===== src/rtl/dcache_params.svh =====
// size parameters of the L1 data cache memory core
// ways, read ports, word and line widths, index, tag and offset widths

`ifndef DCACHE_PARAMS_SVH
`define DCACHE_PARAMS_SVH

// associativity and number of read ports
`define DC_WAYS    2
`define DC_PORTS   2

// word and cache line widths
`define DC_XLEN    32
`define DC_LINE_W  128

// words per line, one SRAM bank per word offset
`define DC_BANKS   4

// address split: tag | index | byte offset
`define DC_IDX_W   4
`define DC_TAG_W   8
`define DC_OFF_W   4

// byte address bits below the word
`define DC_ALIGN   2

`endif


===== src/rtl/dcache_pkg.sv =====
// shared types of the data cache memory core
// words, lines, address fields, masks and the bank access kind

`include "dcache_params.svh"

package dcache_pkg;

  // payload
  typedef logic [`DC_XLEN-1:0]   word_t;
  typedef logic [`DC_LINE_W-1:0] line_t;
  typedef logic [`DC_XLEN/8-1:0] word_be_t;

  // address fields
  typedef logic [`DC_TAG_W-1:0]           tag_t;
  typedef logic [`DC_IDX_W-1:0]           idx_t;
  typedef logic [`DC_OFF_W-1:0]           off_t;
  typedef logic [`DC_OFF_W-`DC_ALIGN-1:0] bank_sel_t;

  // one bit per way / per read port
  typedef logic [`DC_WAYS-1:0]  way_mask_t;
  typedef logic [`DC_PORTS-1:0] port_mask_t;

  // what the banks do in a given cycle
  typedef enum logic [2:0] {
    ACC_IDLE,
    ACC_FILL,
    ACC_READ,
    ACC_WORD_WRITE,
    ACC_READ_WORD_WRITE
  } bank_access_e;

endpackage


===== src/rtl/dcache_mem_if.sv =====
// bank interface: per bank request side and per way read data
// tag interface: way mask request side and per way tag/valid read data

`include "dcache_params.svh"

interface dcache_bank_if
  import dcache_pkg::*;
();

  logic [`DC_BANKS-1:0]                 req;
  logic [`DC_BANKS-1:0]                 we;
  idx_t [`DC_BANKS-1:0]                 idx;
  word_be_t [`DC_BANKS-1:0][`DC_WAYS-1:0] be;
  word_t [`DC_BANKS-1:0][`DC_WAYS-1:0]  wdata;
  word_t [`DC_BANKS-1:0][`DC_WAYS-1:0]  rdata;

  modport ctrl (output req, we, idx, be, wdata, input rdata);
  modport bank (input req, we, idx, be, wdata, output rdata);
  modport rd   (input rdata);

endinterface

interface dcache_tag_if
  import dcache_pkg::*;
();

  way_mask_t             req;
  logic                  we;
  idx_t                  addr;
  tag_t                  wtag;
  way_mask_t             wvld;
  tag_t [`DC_WAYS-1:0]   rtag;
  way_mask_t             rvld;

  modport ctrl  (output req, we, addr, wtag, wvld, input rtag, rvld);
  modport array (input req, we, addr, wtag, wvld, output rtag, rvld);
  modport rd    (input rtag, rvld);

endinterface


===== src/rtl/dcache_hit_select.sv =====
// tag compare and read word select
// builds the hit vector and picks the word of the lowest hitting way

`include "dcache_params.svh"

module dcache_hit_select
  import dcache_pkg::*;
(
  dcache_bank_if.rd  bank_i,
  dcache_tag_if.rd   tag_i,
  input  logic       cmp_en_i,
  input  tag_t       cmp_tag_i,
  input  bank_sel_t  cmp_bank_i,
  output way_mask_t  rd_hit_oh_o,
  output way_mask_t  rd_vld_bits_o,
  output word_t      rd_data_o
);

  localparam int WAY_W = $clog2(`DC_WAYS);

  logic [WAY_W-1:0] hit_way;

  // hits only count in the cycle after a granted read
  for (genvar i = 0; i < `DC_WAYS; i++) begin : gen_cmp
    assign rd_hit_oh_o[i] = cmp_en_i & tag_i.rvld[i] & (tag_i.rtag[i] == cmp_tag_i);
  end

  assign rd_vld_bits_o = tag_i.rvld;

  // lowest way wins, way 0 when nothing hits
  always_comb begin
    hit_way = '0;
    for (int i = `DC_WAYS - 1; i >= 0; i--) begin
      if (rd_hit_oh_o[i]) begin
        hit_way = WAY_W'(i);
      end
    end
  end

  assign rd_data_o = bank_i.rdata[cmp_bank_i][hit_way];

endmodule


===== src/flat_wrapper.sv =====
// flat-port wrapper written by rule: the top's interface ports become plain ports
module dcache_hit_select_flat import dcache_pkg::*;
  (cmp_en_i, cmp_tag_i, cmp_bank_i, rd_hit_oh_o, rd_vld_bits_o, rd_data_o, bank_i_rdata, tag_i_rtag, tag_i_rvld);
  dcache_bank_if bank_i_i ();
  dcache_tag_if tag_i_i ();
  input  logic cmp_en_i;
  input  tag_t cmp_tag_i;
  input  bank_sel_t cmp_bank_i;
  output way_mask_t rd_hit_oh_o;
  output way_mask_t rd_vld_bits_o;
  output word_t rd_data_o;
  input wire logic [$bits(bank_i_i.rdata)-1:0] bank_i_rdata;
  input wire logic [$bits(tag_i_i.rtag)-1:0] tag_i_rtag;
  input wire logic [$bits(tag_i_i.rvld)-1:0] tag_i_rvld;
  assign bank_i_i.rdata = bank_i_rdata;
  assign tag_i_i.rtag = tag_i_rtag;
  assign tag_i_i.rvld = tag_i_rvld;
  dcache_hit_select u_core (.bank_i(bank_i_i), .tag_i(tag_i_i), .cmp_en_i(cmp_en_i), .cmp_tag_i(cmp_tag_i), .cmp_bank_i(cmp_bank_i), .rd_hit_oh_o(rd_hit_oh_o), .rd_vld_bits_o(rd_vld_bits_o), .rd_data_o(rd_data_o));
endmodule

===== config.mk =====
export PLATFORM = sky130hd
export DESIGN_NAME = dcache_hit_select_flat
export DESIGN_NICKNAME = d
export VERILOG_FILES = /design/src/rtl/dcache_pkg.sv /design/src/rtl/dcache_mem_if.sv /design/src/rtl/dcache_hit_select.sv /design/src/flat_wrapper.sv
export VERILOG_INCLUDE_DIRS = /design/src /design/src/rtl
export SDC_FILE = /design/constraint.sdc
export NUM_CORES = 1
export LEC_CHECK = 0
export BUFFER_PORTS_ARGS = -buffer_cell sky130_fd_sc_hd__buf_2
export CAP_MARGIN = 15
export CORE_AREA = 2 2 125 127
export DETAILED_ROUTE_END_ITERATION = 8
export DIE_AREA = 0 0 127 129
export SLEW_MARGIN = 20
export SYNTH_ARGS = -nofsm -noshare
export SYNTH_HDL_FRONTEND = slang
export SYNTH_SLANG_ARGS = --single-unit

===== constraint.sdc =====
create_clock -name vclk -period 6.9
set_input_delay 1.38 -clock vclk [all_inputs]
set_output_delay 1.38 -clock vclk [all_outputs]
set_load 0.02 [all_outputs]

==> parameters.txt <==
Parameter                              Value

Outcome
  Status ... finished clean

Die
  DIE WIDTH ... 127 µm
  Standard-cell row count ... 45
  Die Ht ... 129 µm
  IO Count ... 321
  DIE AREA ... 16,380 µm²
  Placeable Area ... 14,980 µm²
  Starting density of the core ... 14.16%

Min path
  Launch point of the worst hold path ... tag_i_rvld[1]
  Class of the worst hold path ... primary input to output port
  Number of cells on the worst hold path ... 2
  Hold endpoint ... rd_vld_bits_o[1]

STA
  Setup repair after global routing missed its margin ... no
  Final max-slew violation count ... 0
  Setup TNS ... 0 ns
  Slew at the pin with the worst max-slew slack ... 0.9552 ns
  Period Utilization, post-route ... 74.08%
  Setup violations, final ... 0
  FMAX ... 0.1956 GHz
  Post-route worst hold slack ... 2.996 ns
  Final setup margin ... 1.788 ns
  Period minus WS final ... 5.112 ns
  Number of hold-slack violations in the final timing report ... 0
  Worst max-slew margin expressed relative to the limit ... 36.32%

Place
  Number of instances in the placed design ... 634
  Final Wtd Congestion ... 0.8212
  Pre-CTS setup slack ... 1.675 ns
  DP Wirelength ... 10,820 µm
  Total of buffers placed on input and output ports ... 321

Route
  Detailed Route Iter0 Violations ... 97
  Routed met2 length ... 6343 µm
  Average wire length per cell after detail routing ... 18.58 µm
  Detail Route Antenna Nets ... 0
  1st-pass router iterations ... 4
  Top layer used by detailed routing ... met4
  DRT met1 WL ... 4380 µm
  Detailed-route vias per instance ... 4.351
  Total Routed Length ... 11,800 µm
  Number of remaining DRC errors ... 0
  Wire length on met3 ... 997 µm
  Number of vias in the routed layout ... 2,763

Clock network
  Post-cts resize count ... 0
  CTS Hold Bufs ... 0
  Setup Buffers After CTS ... 0

Pwr
  Sw power ... 0.1062 mW
  Comb power frac ... 100.0%
  Maximum VDD drop ... 0.00004990 V
  Pleak ... 1.843 nW
  Net Sw Frac ... 41.63%
  Int Pwr ... 0.1489 mW
  Sequential share of power ... 0%
  Final Power ... 0.2552 mW
  Cell Pwr Density ... 65.77 nW/µm²
  Clock power frac ... 0%

Synth
  Post-synth net total ... 426
  Count leader, synth ... sky130_fd_sc_hd__mux4_2
  Cell types with the largest area share after synthesis ... sky130_fd_sc_hd__mux4_2, sky130_fd_sc_hd__mux2_2, sky130_fd_sc_hd__xnor2_1
  Share of synthesized cell area in full adder, half adder and majority cells ... 0%
  Synth Instances ... 141
  Synth Warn # ... 0
  Most used standard cells in the synthesized netlist ... sky130_fd_sc_hd__mux4_2, sky130_fd_sc_hd__mux2_2, sky130_fd_sc_hd__xnor2_1
  Top cell type by total area after synthesis ... sky130_fd_sc_hd__mux4_2
  Dominant combinational cell family by area after synthesis ... multiplexers
  Cell variety after synth ... 12
  Parity-gate share of the synthesized area counting xor and xnor cells ... 6.608%
  Avg Inst Size Synth ... 15.04 µm²
  Post-Synthesis Cell Area ... 2121 µm²
  Simple-Gate Fraction of Synth Area ... 3.245%
  Yosys top cell area share ... 67.96%
  Sequential-to-total area share from yosys stat ... 0%
  Fraction of the mapped netlist area in compound gates ... 0%
  Proportion of synthesized area in mux cells ... 84.96%

Cells and area
  Area growth from synthesis to layout ... 82.95%
  Area taken by flip-flops and latches ... 0 µm²
  Number of clock buffer instances in the layout ... 0
  Layout Nets ... 733
  Final non-filler cell total ... 635
  Flip-flop and latch count ... 0
  Fraction of final layout cells with drive strength greater than 1 ... 93.72%

Global route
  Vias in the first global route ... 3,003
  Global route total overflow ... 0
  Largest net degree at the start of global routing ... 54
  Antenna violations before repair ... 1
  Total routing resource utilization after global routing ... 13.30%
  First-pass GRT wire length ... 16,850 µm

Setup path
  Crit path DAT ... 3.73 ns
  Required arrival time at the worst endpoint ... 5.52 ns
  CP Class ... primary input to output port
  CP startpoint kind ... primary input
  Max Fanout on Critical Path ... 22
  Critical Path Sink Type ... output port

Flow run
  Reported max-cap violation count ... 0
-- final cells by class --
| class | instances | area, µm² |
|---|---|---|
| antenna | 1 | 2.502 |
| timing repair buffer | 324 | 1632 |
| fill | 1659 | 11100 |
| tap | 188 | 235.2 |
| multi-input combinational | 122 | 2011 |
-- per-layer routing --
layer / track usage, % / up-vias
met5: 0 / -
met4: 0.9696 / 0
met3: 2.412 / 8
met2: 25.93 / 172
met1: 15.81 / 1329
li1: - / 1254
-- metrics by stage --
step / utilization [%] / cell area, µm²
3_3_place_gp: 25.89 / 3877
2_1_floorplan: - / 2121
3_5_place_dp: 25.89 / 3877
5_1_grt: 25.89 / 3877
4_1_cts: 25.89 / 3877
6_report: 25.91 / 3880
-- power groups by stage --
stage / combinational [mW] / clock, mW / sequential (mW)
finish: 0.255 / 0.0000000194 / 0
global route: 0.275 / 0 / 0
floorplan: 0.138 / 0 / 0
detailed placement: 0.258 / 0 / 0
CTS: 0.259 / 0 / 0
global placement: 0.255 / 0 / 0
-- worst max-delay path by stage --
stage / from / end / slack, ns / cells after the start
2_1_floorplan: cmp_bank_i[0] / rd_data_o[1] / 2.72 / 4
3_3_place_gp: cmp_tag_i[4] / rd_data_o[16] / 1.80 / 7
3_5_place_dp: cmp_tag_i[4] / rd_data_o[16] / 1.68 / 7
4_1_cts: cmp_tag_i[4] / rd_data_o[16] / 1.67 / 7
5_1_grt: cmp_tag_i[4] / rd_data_o[0] / 1.56 / 7
6_report: cmp_tag_i[4] / rd_data_o[12] / 1.79 / 7
-- cells by family (layout without fill, tap and decap cells) --
family | count (synthesis) | count (layout)
AND/OR/NAND/NOR | 10 | 10
multiplexers | 96 | 96
buffers and inverters | 19 | 324
other | 0 | 1
XOR/XNOR | 16 | 16
-- critical path: stages --
cell	delay [ns]
sky130_fd_sc_hd__buf_2	0.13
sky130_fd_sc_hd__xnor2_1	0.13
sky130_fd_sc_hd__nand3_1	0.20
sky130_fd_sc_hd__nor4_4	0.85
sky130_fd_sc_hd__buf_4	0.46
sky130_fd_sc_hd__mux2_2	0.39
sky130_fd_sc_hd__buf_2	0.16
-- layout by cell type (no fill, tap or decap), drive strengths merged --
cell   count
nand4      2
diode      1
mux2      32
nor3       3
nand3      4
nor4       1
xnor2     16
mux4      64
buf      324
Note: power is estimated with default switching activity, not from simulation.
