$ cat config.mk
export PLATFORM = sky130hd
export DESIGN_NAME = dcache_tag_array_flat
export DESIGN_NICKNAME = d
export VERILOG_FILES = /design/src/rtl/dcache_pkg.sv /design/src/rtl/dcache_mem_if.sv /design/src/rtl/dcache_tag_array.sv /design/src/flat_wrapper.sv
export VERILOG_INCLUDE_DIRS = /design/src /design/src/rtl
export SDC_FILE = /design/constraint.sdc
export NUM_CORES = 1
export LEC_CHECK = 0
export BUFFER_PORTS_ARGS = -buffer_cell sky130_fd_sc_hd__buf_2
export CORE_ASPECT_RATIO = 1.25
export CORE_UTILIZATION = 35
export CTS_BUF_LIST = sky130_fd_sc_hd__clkbuf_4
export DETAILED_ROUTE_END_ITERATION = 8
export PLACE_DENSITY = 0.58
export SLEW_MARGIN = 20
export SYNTH_ARGS = -nofsm -noshare
export SYNTH_HDL_FRONTEND = slang
export SYNTH_SLANG_ARGS = --single-unit
$ cat constraint.sdc
create_clock -name clk_i -period 1.3 [get_ports clk_i]
set_input_delay 0.195 -clock clk_i [delete_from_list [all_inputs] [get_ports clk_i]]
set_output_delay 0.195 -clock clk_i [all_outputs]
set_load 0.05 [all_outputs]
$ cat src/rtl/dcache_params.svh
// size parameters of the L1 data cache memory core
// ways, read ports, word and line widths, index, tag and offset widths

`ifndef DCACHE_PARAMS_SVH
`define DCACHE_PARAMS_SVH

// associativity and number of read ports
`define DC_WAYS    2
`define DC_PORTS   2

// word and cache line widths
`define DC_XLEN    32
`define DC_LINE_W  128

// words per line, one SRAM bank per word offset
`define DC_BANKS   4

// address split: tag | index | byte offset
`define DC_IDX_W   4
`define DC_TAG_W   8
`define DC_OFF_W   4

// byte address bits below the word
`define DC_ALIGN   2

`endif

$ cat src/rtl/dcache_pkg.sv
// shared types of the data cache memory core
// words, lines, address fields, masks and the bank access kind

`include "dcache_params.svh"

package dcache_pkg;

  // payload
  typedef logic [`DC_XLEN-1:0]   word_t;
  typedef logic [`DC_LINE_W-1:0] line_t;
  typedef logic [`DC_XLEN/8-1:0] word_be_t;

  // address fields
  typedef logic [`DC_TAG_W-1:0]           tag_t;
  typedef logic [`DC_IDX_W-1:0]           idx_t;
  typedef logic [`DC_OFF_W-1:0]           off_t;
  typedef logic [`DC_OFF_W-`DC_ALIGN-1:0] bank_sel_t;

  // one bit per way / per read port
  typedef logic [`DC_WAYS-1:0]  way_mask_t;
  typedef logic [`DC_PORTS-1:0] port_mask_t;

  // what the banks do in a given cycle
  typedef enum logic [2:0] {
    ACC_IDLE,
    ACC_FILL,
    ACC_READ,
    ACC_WORD_WRITE,
    ACC_READ_WORD_WRITE
  } bank_access_e;

endpackage

$ cat src/rtl/dcache_mem_if.sv
// bank interface: per bank request side and per way read data
// tag interface: way mask request side and per way tag/valid read data

`include "dcache_params.svh"


interface dcache_tag_if
  import dcache_pkg::*;
();

  way_mask_t             req;
  logic                  we;
  idx_t                  addr;
  tag_t                  wtag;
  way_mask_t             wvld;
  tag_t [`DC_WAYS-1:0]   rtag;
  way_mask_t             rvld;

  modport ctrl  (output req, we, addr, wtag, wvld, input rtag, rvld);
  modport array (input req, we, addr, wtag, wvld, output rtag, rvld);
  modport rd    (input rtag, rvld);

endinterface

$ cat src/rtl/dcache_tag_array.sv
// tag array with valid bits, one tag SRAM per way
// valid bits sit in flops so that they clear on reset

`include "dcache_params.svh"

module dcache_tag_array
  import dcache_pkg::*;
(
  input  logic         clk_i,
  input  logic         rst_ni,
  dcache_tag_if.array  tag_i
);

  localparam int SETS = 2 ** `DC_IDX_W;

  for (genvar i = 0; i < `DC_WAYS; i++) begin : gen_way
    tag_t             tag_mem_q [SETS];
    logic [SETS-1:0]  vld_q;
    tag_t             rtag_q;
    logic             rvld_q;

    // tag storage, written only by a fill
    always_ff @(posedge clk_i) begin
      if (tag_i.req[i] && tag_i.we) begin
        tag_mem_q[tag_i.addr] <= tag_i.wtag;
      end
    end

    // valid bits and the read registers
    always_ff @(posedge clk_i or negedge rst_ni) begin
      if (!rst_ni) begin
        vld_q  <= '0;
        rtag_q <= '0;
        rvld_q <= 1'b0;
      end else if (tag_i.req[i]) begin
        if (tag_i.we) begin
          vld_q[tag_i.addr] <= tag_i.wvld[i];
        end else begin
          rtag_q <= tag_mem_q[tag_i.addr];
          rvld_q <= vld_q[tag_i.addr];
        end
      end
    end

    assign tag_i.rtag[i] = rtag_q;
    assign tag_i.rvld[i] = rvld_q;
  end

endmodule

$ cat src/flat_wrapper.sv
// flat-port wrapper written by rule: the top's interface ports become plain ports
module dcache_tag_array_flat import dcache_pkg::*;
  (clk_i, rst_ni, tag_i_req, tag_i_we, tag_i_addr, tag_i_wtag, tag_i_wvld, tag_i_rtag, tag_i_rvld);
  dcache_tag_if tag_i_i ();
  input  logic clk_i;
  input  logic rst_ni;
  input wire logic [$bits(tag_i_i.req)-1:0] tag_i_req;
  input wire logic [$bits(tag_i_i.we)-1:0] tag_i_we;
  input wire logic [$bits(tag_i_i.addr)-1:0] tag_i_addr;
  input wire logic [$bits(tag_i_i.wtag)-1:0] tag_i_wtag;
  input wire logic [$bits(tag_i_i.wvld)-1:0] tag_i_wvld;
  output wire logic [$bits(tag_i_i.rtag)-1:0] tag_i_rtag;
  output wire logic [$bits(tag_i_i.rvld)-1:0] tag_i_rvld;
  assign tag_i_i.req = tag_i_req;
  assign tag_i_i.we = tag_i_we;
  assign tag_i_i.addr = tag_i_addr;
  assign tag_i_i.wtag = tag_i_wtag;
  assign tag_i_i.wvld = tag_i_wvld;
  assign tag_i_rtag = tag_i_i.rtag;
  assign tag_i_rvld = tag_i_i.rvld;
  dcache_tag_array u_core (.clk_i(clk_i), .rst_ni(rst_ni), .tag_i(tag_i_i));
endmodule
==> run summary <==
===============================================================================================
Met2 routing resource usage after global routing                                         0.3057
Crit-path leading delay family                                                       flip-flops
Cell with the biggest individual delay on the critical path                        sky130_fd_sc_hd__dfrtp_1
Initial DRC count                                                                           425
Start point of the critical path                                                   u_core.gen_way[0].rtag_q[6]
Largest fanout on the critical path                                                           2
CTS Root Cell                                                                      sky130_fd_sc_hd__clkbuf_4
Yosys top cell by area                                                             sky130_fd_sc_hd__edfxtp_1
Total net switching power                                                              5.133 mW
Maximum ir drop on the vdd rail                                                       0.8834 mV
Critical path endpoint                                                             tag_i_rtag[6]
Power Total                                                                            21.38 mW
Share of power burned in registers                                                        0.526
Relative slew margins                                                                    0.5325
Global-route congestion overflow total                                                        0
Post-synthesis area per instance                                                     19.47 um^2
Final setup margin                                                                    -173.6 ps
Total of max-cap violations                                                                   0
Pin count of the biggest net entering global routing                                         51
Path class of the lowest-slack min-delay path                                          in2async
Final period utilization                                                                  1.134
Final net count                                                                             840
Synth cell types                                                                             35
Crit path kind                                                                          reg2out
Detailed Place HPWL                                                                    18.80 mm
Signal arrival time at the worst endpoint                                               1280 ps
Die Span X                                                                             167.4 um
Number of buffers inserted during clock tree synthesis                                       73
Data required time of the critical path                                                 1110 ps
Static Leak                                                                            5.433 nW
Sw frac                                                                                  0.2402
R2r endpoint                                                                       u_core.gen_way[0].rtag_q[1]
Effective utilization at floorplan                                                       0.3564
Ratio of cells with drive above 1 in the final layout                                    0.4977
Most common cell after layout, fill and taps aside                                 sky130_fd_sc_hd__edfxtp_1
Outcome                                                                            finished with violations
Flops & latches, synth                                                                      306
Clock tree from TritonCTS                                                                   yes
Warnings, synthesis                                                                           0
Clock input transition at the sequential cells of the worst setup and hold paths          70 ps
Area of the mapped netlist                                                          11,970 um^2
Full die area                                                                       34,960 um^2
Fillers                                                                                   2,869
Clock net sink count                                                                        306
Boundary pin count                                                                           37
Pwr dens                                                                           1385 nW/um^2
Antenna viol nets, final                                                                      0
DRC errors left                                                                               0
Floorplan core area                                                                 33,590 um^2
Largest stage delay on the critical path                                                 430 ps
Detailed-router iteration count before antenna repair                                         4
Worst R2R Setup Slack                                                                   -120 ps
Final RePlAce weighted congestion                                                        0.8123
Number of buffers between clock root and the deepest sink                                     3
Cell depth of the worst setup path                                                            1
Layer carrying the most global-route usage                                                 met2
Worst-skew pair later-pin latency                                                        680 ps
Internal Pwr Total                                                                     16.24 mW
I/O Buffers                                                                                  36
Placement-stage cell area                                                           14,000 um^2
Final design area excluding fillers                                                 15,430 um^2
Clock power frac                                                                          0.365
Wire length reported by the detailed router                                            28.10 mm
Proportion of synthesized chip area in sequential cells                                  0.7465
Routed via count divided by cell count                                                    5.072
Setup repair after global routing missed its margin                                         yes
Commonest non-fill, non-tap cells in the layout                                    256 x sky130_fd_sc_hd__edfxtp_1, 105 x sky130_fd_sc_hd__clkbuf_4, 96 x sky130_fd_sc_hd__buf_4, 54 x sky130_fd_sc_hd__mux4_2, 50 x sky130_fd_sc_hd__dfrtp_1
Post-Layout Cell Count                                                                    1,305
Die Ht                                                                                 208.8 um
Setup total negative slack                                                             -2691 ps
Mean routed wirelength per cell                                                        21.53 um
Area growth syn-to-layout                                                                28.88%
Highest Clock Rate                                                                    678.6 MHz
Share of Yosys cell area claimed by the top area cell type                               0.6420
Launch instance of the worst register-to-register path                             u_core.gen_way[0].tag_mem_q[0][1]
Layout Skew                                                                            53.88 ps
Logic pwr share                                                                           0.110
Sum of buffers and inverters on the critical path                                             1
Synthesized net count                                                                       634
GRT Overall Usage                                                                        0.1674
Slew Viols, Final                                                                             0
Placed cells                                                                              1,154
Routed vias                                                                               6,619
Transition time at the pin with the least slew margin                                  701.2 ps
Crit path cell chain                                                                      buf_6
Final setup fails                                                                            25
Initial antenna violation count                                                               2
Hold Fails Final Rpt                                                                          0
Number of placement rows                                                                     75
Level count of the clock H-tree                                                               3
Worst Reg2Reg Path Length in Cells                                                            3
Min cycle time layout                                                                   1474 ps
Main area contributors after synthesis                                             sky130_fd_sc_hd__edfxtp_1 64%, sky130_fd_sc_hd__dfrtp_1 10%, sky130_fd_sc_hd__mux4_2 10%
Vias in the first global route                                                            7,356
Worst setup SP type                                                                        flop
GR Util met1                                                                             0.1925
Met3 demand-to-capacity share in global routing                                         0.03466
Crit. End Element                                                                    output pin
Failing checks                                                                     setup timing
Post-synthesis cell count                                                                   615
First-pass GRT wire length                                                             43.31 mm
===============================================================================================
-- registers in the layout (all words and copies together) (netlist names) --
signal	cells
u_core.gen_way.tag_mem_q	256
u_core.gen_way.vld_q	32
u_core.gen_way.rtag_q	16
u_core.gen_way.rvld_q	2
-- cell type report --
type | instances | area (um^2) | area share
Clock buffer | 105 | 788.3 | 0.05108
Sequential cell | 306 | 8939 | 0.5792
Tap cell | 423 | 529.3 | 0.03430
Antenna cell | 2 | 5.005 | 0.0003243
Multi-Input combinational cell | 272 | 3332 | 0.2159
Timing Repair Buffer | 167 | 1660 | 0.1076
Inverter | 1 | 7.507 | 0.0004865
Clock inverter | 29 | 171.4 | 0.01111
-- power groups by stage --
stage               sequential, mW  clock (mW)  combinational [mW]
finish                        11.2        7.79                2.34
global route                  11.3        8.59                2.49
CTS                           11.2        8.05                2.32
detailed placement            11.4           0                2.08
global placement              11.4           0                2.04
floorplan                     11.6           0                1.03
-- per-stage QoR --
| stage | setup slack, ps | utilization | hold slack, ps |
|---|---|---|---|
| 2_1_floorplan | -314.9 | - | -100.6 |
| 3_3_place_gp | -508.1 | 0.4168 | 206.9 |
| 3_5_place_dp | -549.8 | 0.4168 | 210.2 |
| 4_1_cts | -258.6 | 0.4565 | 9.268 |
| 5_1_grt | -266.4 | 0.4594 | 18.71 |
| 6_report | -173.6 | 0.4594 | 60.12 |
-- worst min path at each step --
stage | startpoint | endpoint | slack (ps)
floorplan | rst_ni | u_core.gen_way[0].rtag_q[0] | -100
global placement | rst_ni | u_core.gen_way[1].rtag_q[2] | 210
detailed placement | rst_ni | u_core.gen_way[1].rtag_q[0] | 210
CTS | rst_ni | u_core.gen_way[1].rtag_q[3] | 9
global route | rst_ni | u_core.gen_way[1].vld_q[13] | 20
finish | rst_ni | u_core.gen_way[1].rtag_q[4] | 60
-- cells in the mapped netlist --
master and n:
sky130_fd_sc_hd__nor4_2 1, sky130_fd_sc_hd__nor2_1 47, sky130_fd_sc_hd__nand3_1 2, sky130_fd_sc_hd__and2_1 1, sky130_fd_sc_hd__nand4_1 3, sky130_fd_sc_hd__mux4_2 54
sky130_fd_sc_hd__a21oi_1 18, sky130_fd_sc_hd__dfrtp_1 50, sky130_fd_sc_hd__nand3b_1 2, sky130_fd_sc_hd__buf_8 1, sky130_fd_sc_hd__mux2i_1 36, sky130_fd_sc_hd__or2_2 2
sky130_fd_sc_hd__buf_6 8, sky130_fd_sc_hd__buf_1 2, sky130_fd_sc_hd__nand2b_1 4, sky130_fd_sc_hd__nor2b_1 2, sky130_fd_sc_hd__nand4b_1 1, sky130_fd_sc_hd__or2_1 1
sky130_fd_sc_hd__nand2_1 4, sky130_fd_sc_hd__nor2_2 1, sky130_fd_sc_hd__nor3_1 3, sky130_fd_sc_hd__nor3_2 3, sky130_fd_sc_hd__edfxtp_1 256, sky130_fd_sc_hd__buf_4 2
sky130_fd_sc_hd__buf_2 13, sky130_fd_sc_hd__mux2_2 32, sky130_fd_sc_hd__or3b_2 1, sky130_fd_sc_hd__inv_1 1, sky130_fd_sc_hd__o221ai_1 12, sky130_fd_sc_hd__clkbuf_1 10
sky130_fd_sc_hd__o22ai_1 4, sky130_fd_sc_hd__a31oi_1 12, sky130_fd_sc_hd__o21ai_0 2, sky130_fd_sc_hd__a22oi_1 18, sky130_fd_sc_hd__a211oi_1 6
-- logic make-up after synthesis --
group	share of synthesized area
AOI/OAI and AO/OA	0.04054
DFF	0.7465
muxes	0.1618
and+or+nand+nor	0.03166
buffers and inverters	0.01954
-- layer usage --
| metal | routed length (um) | share of wire |
|---|---|---|
| met5 | 0 | 0 |
| met4 | 682 | 0.024 |
| met3 | 1214 | 0.043 |
| met2 | 15320 | 0.55 |
| met1 | 10890 | 0.39 |
-- what timing repair did --
item | 4_1_cts | 5_1_grt
setup endpoints to repair | 36 | 35
buffers inserted | 6 | 3
gates resized for setup | 64 | 13
endpoints found under the hold margin | 170 | 0
hold buffers | 6 | 0
pin swaps | 18 | 13
No activity file was read; power rests on OpenSTA's default activity.
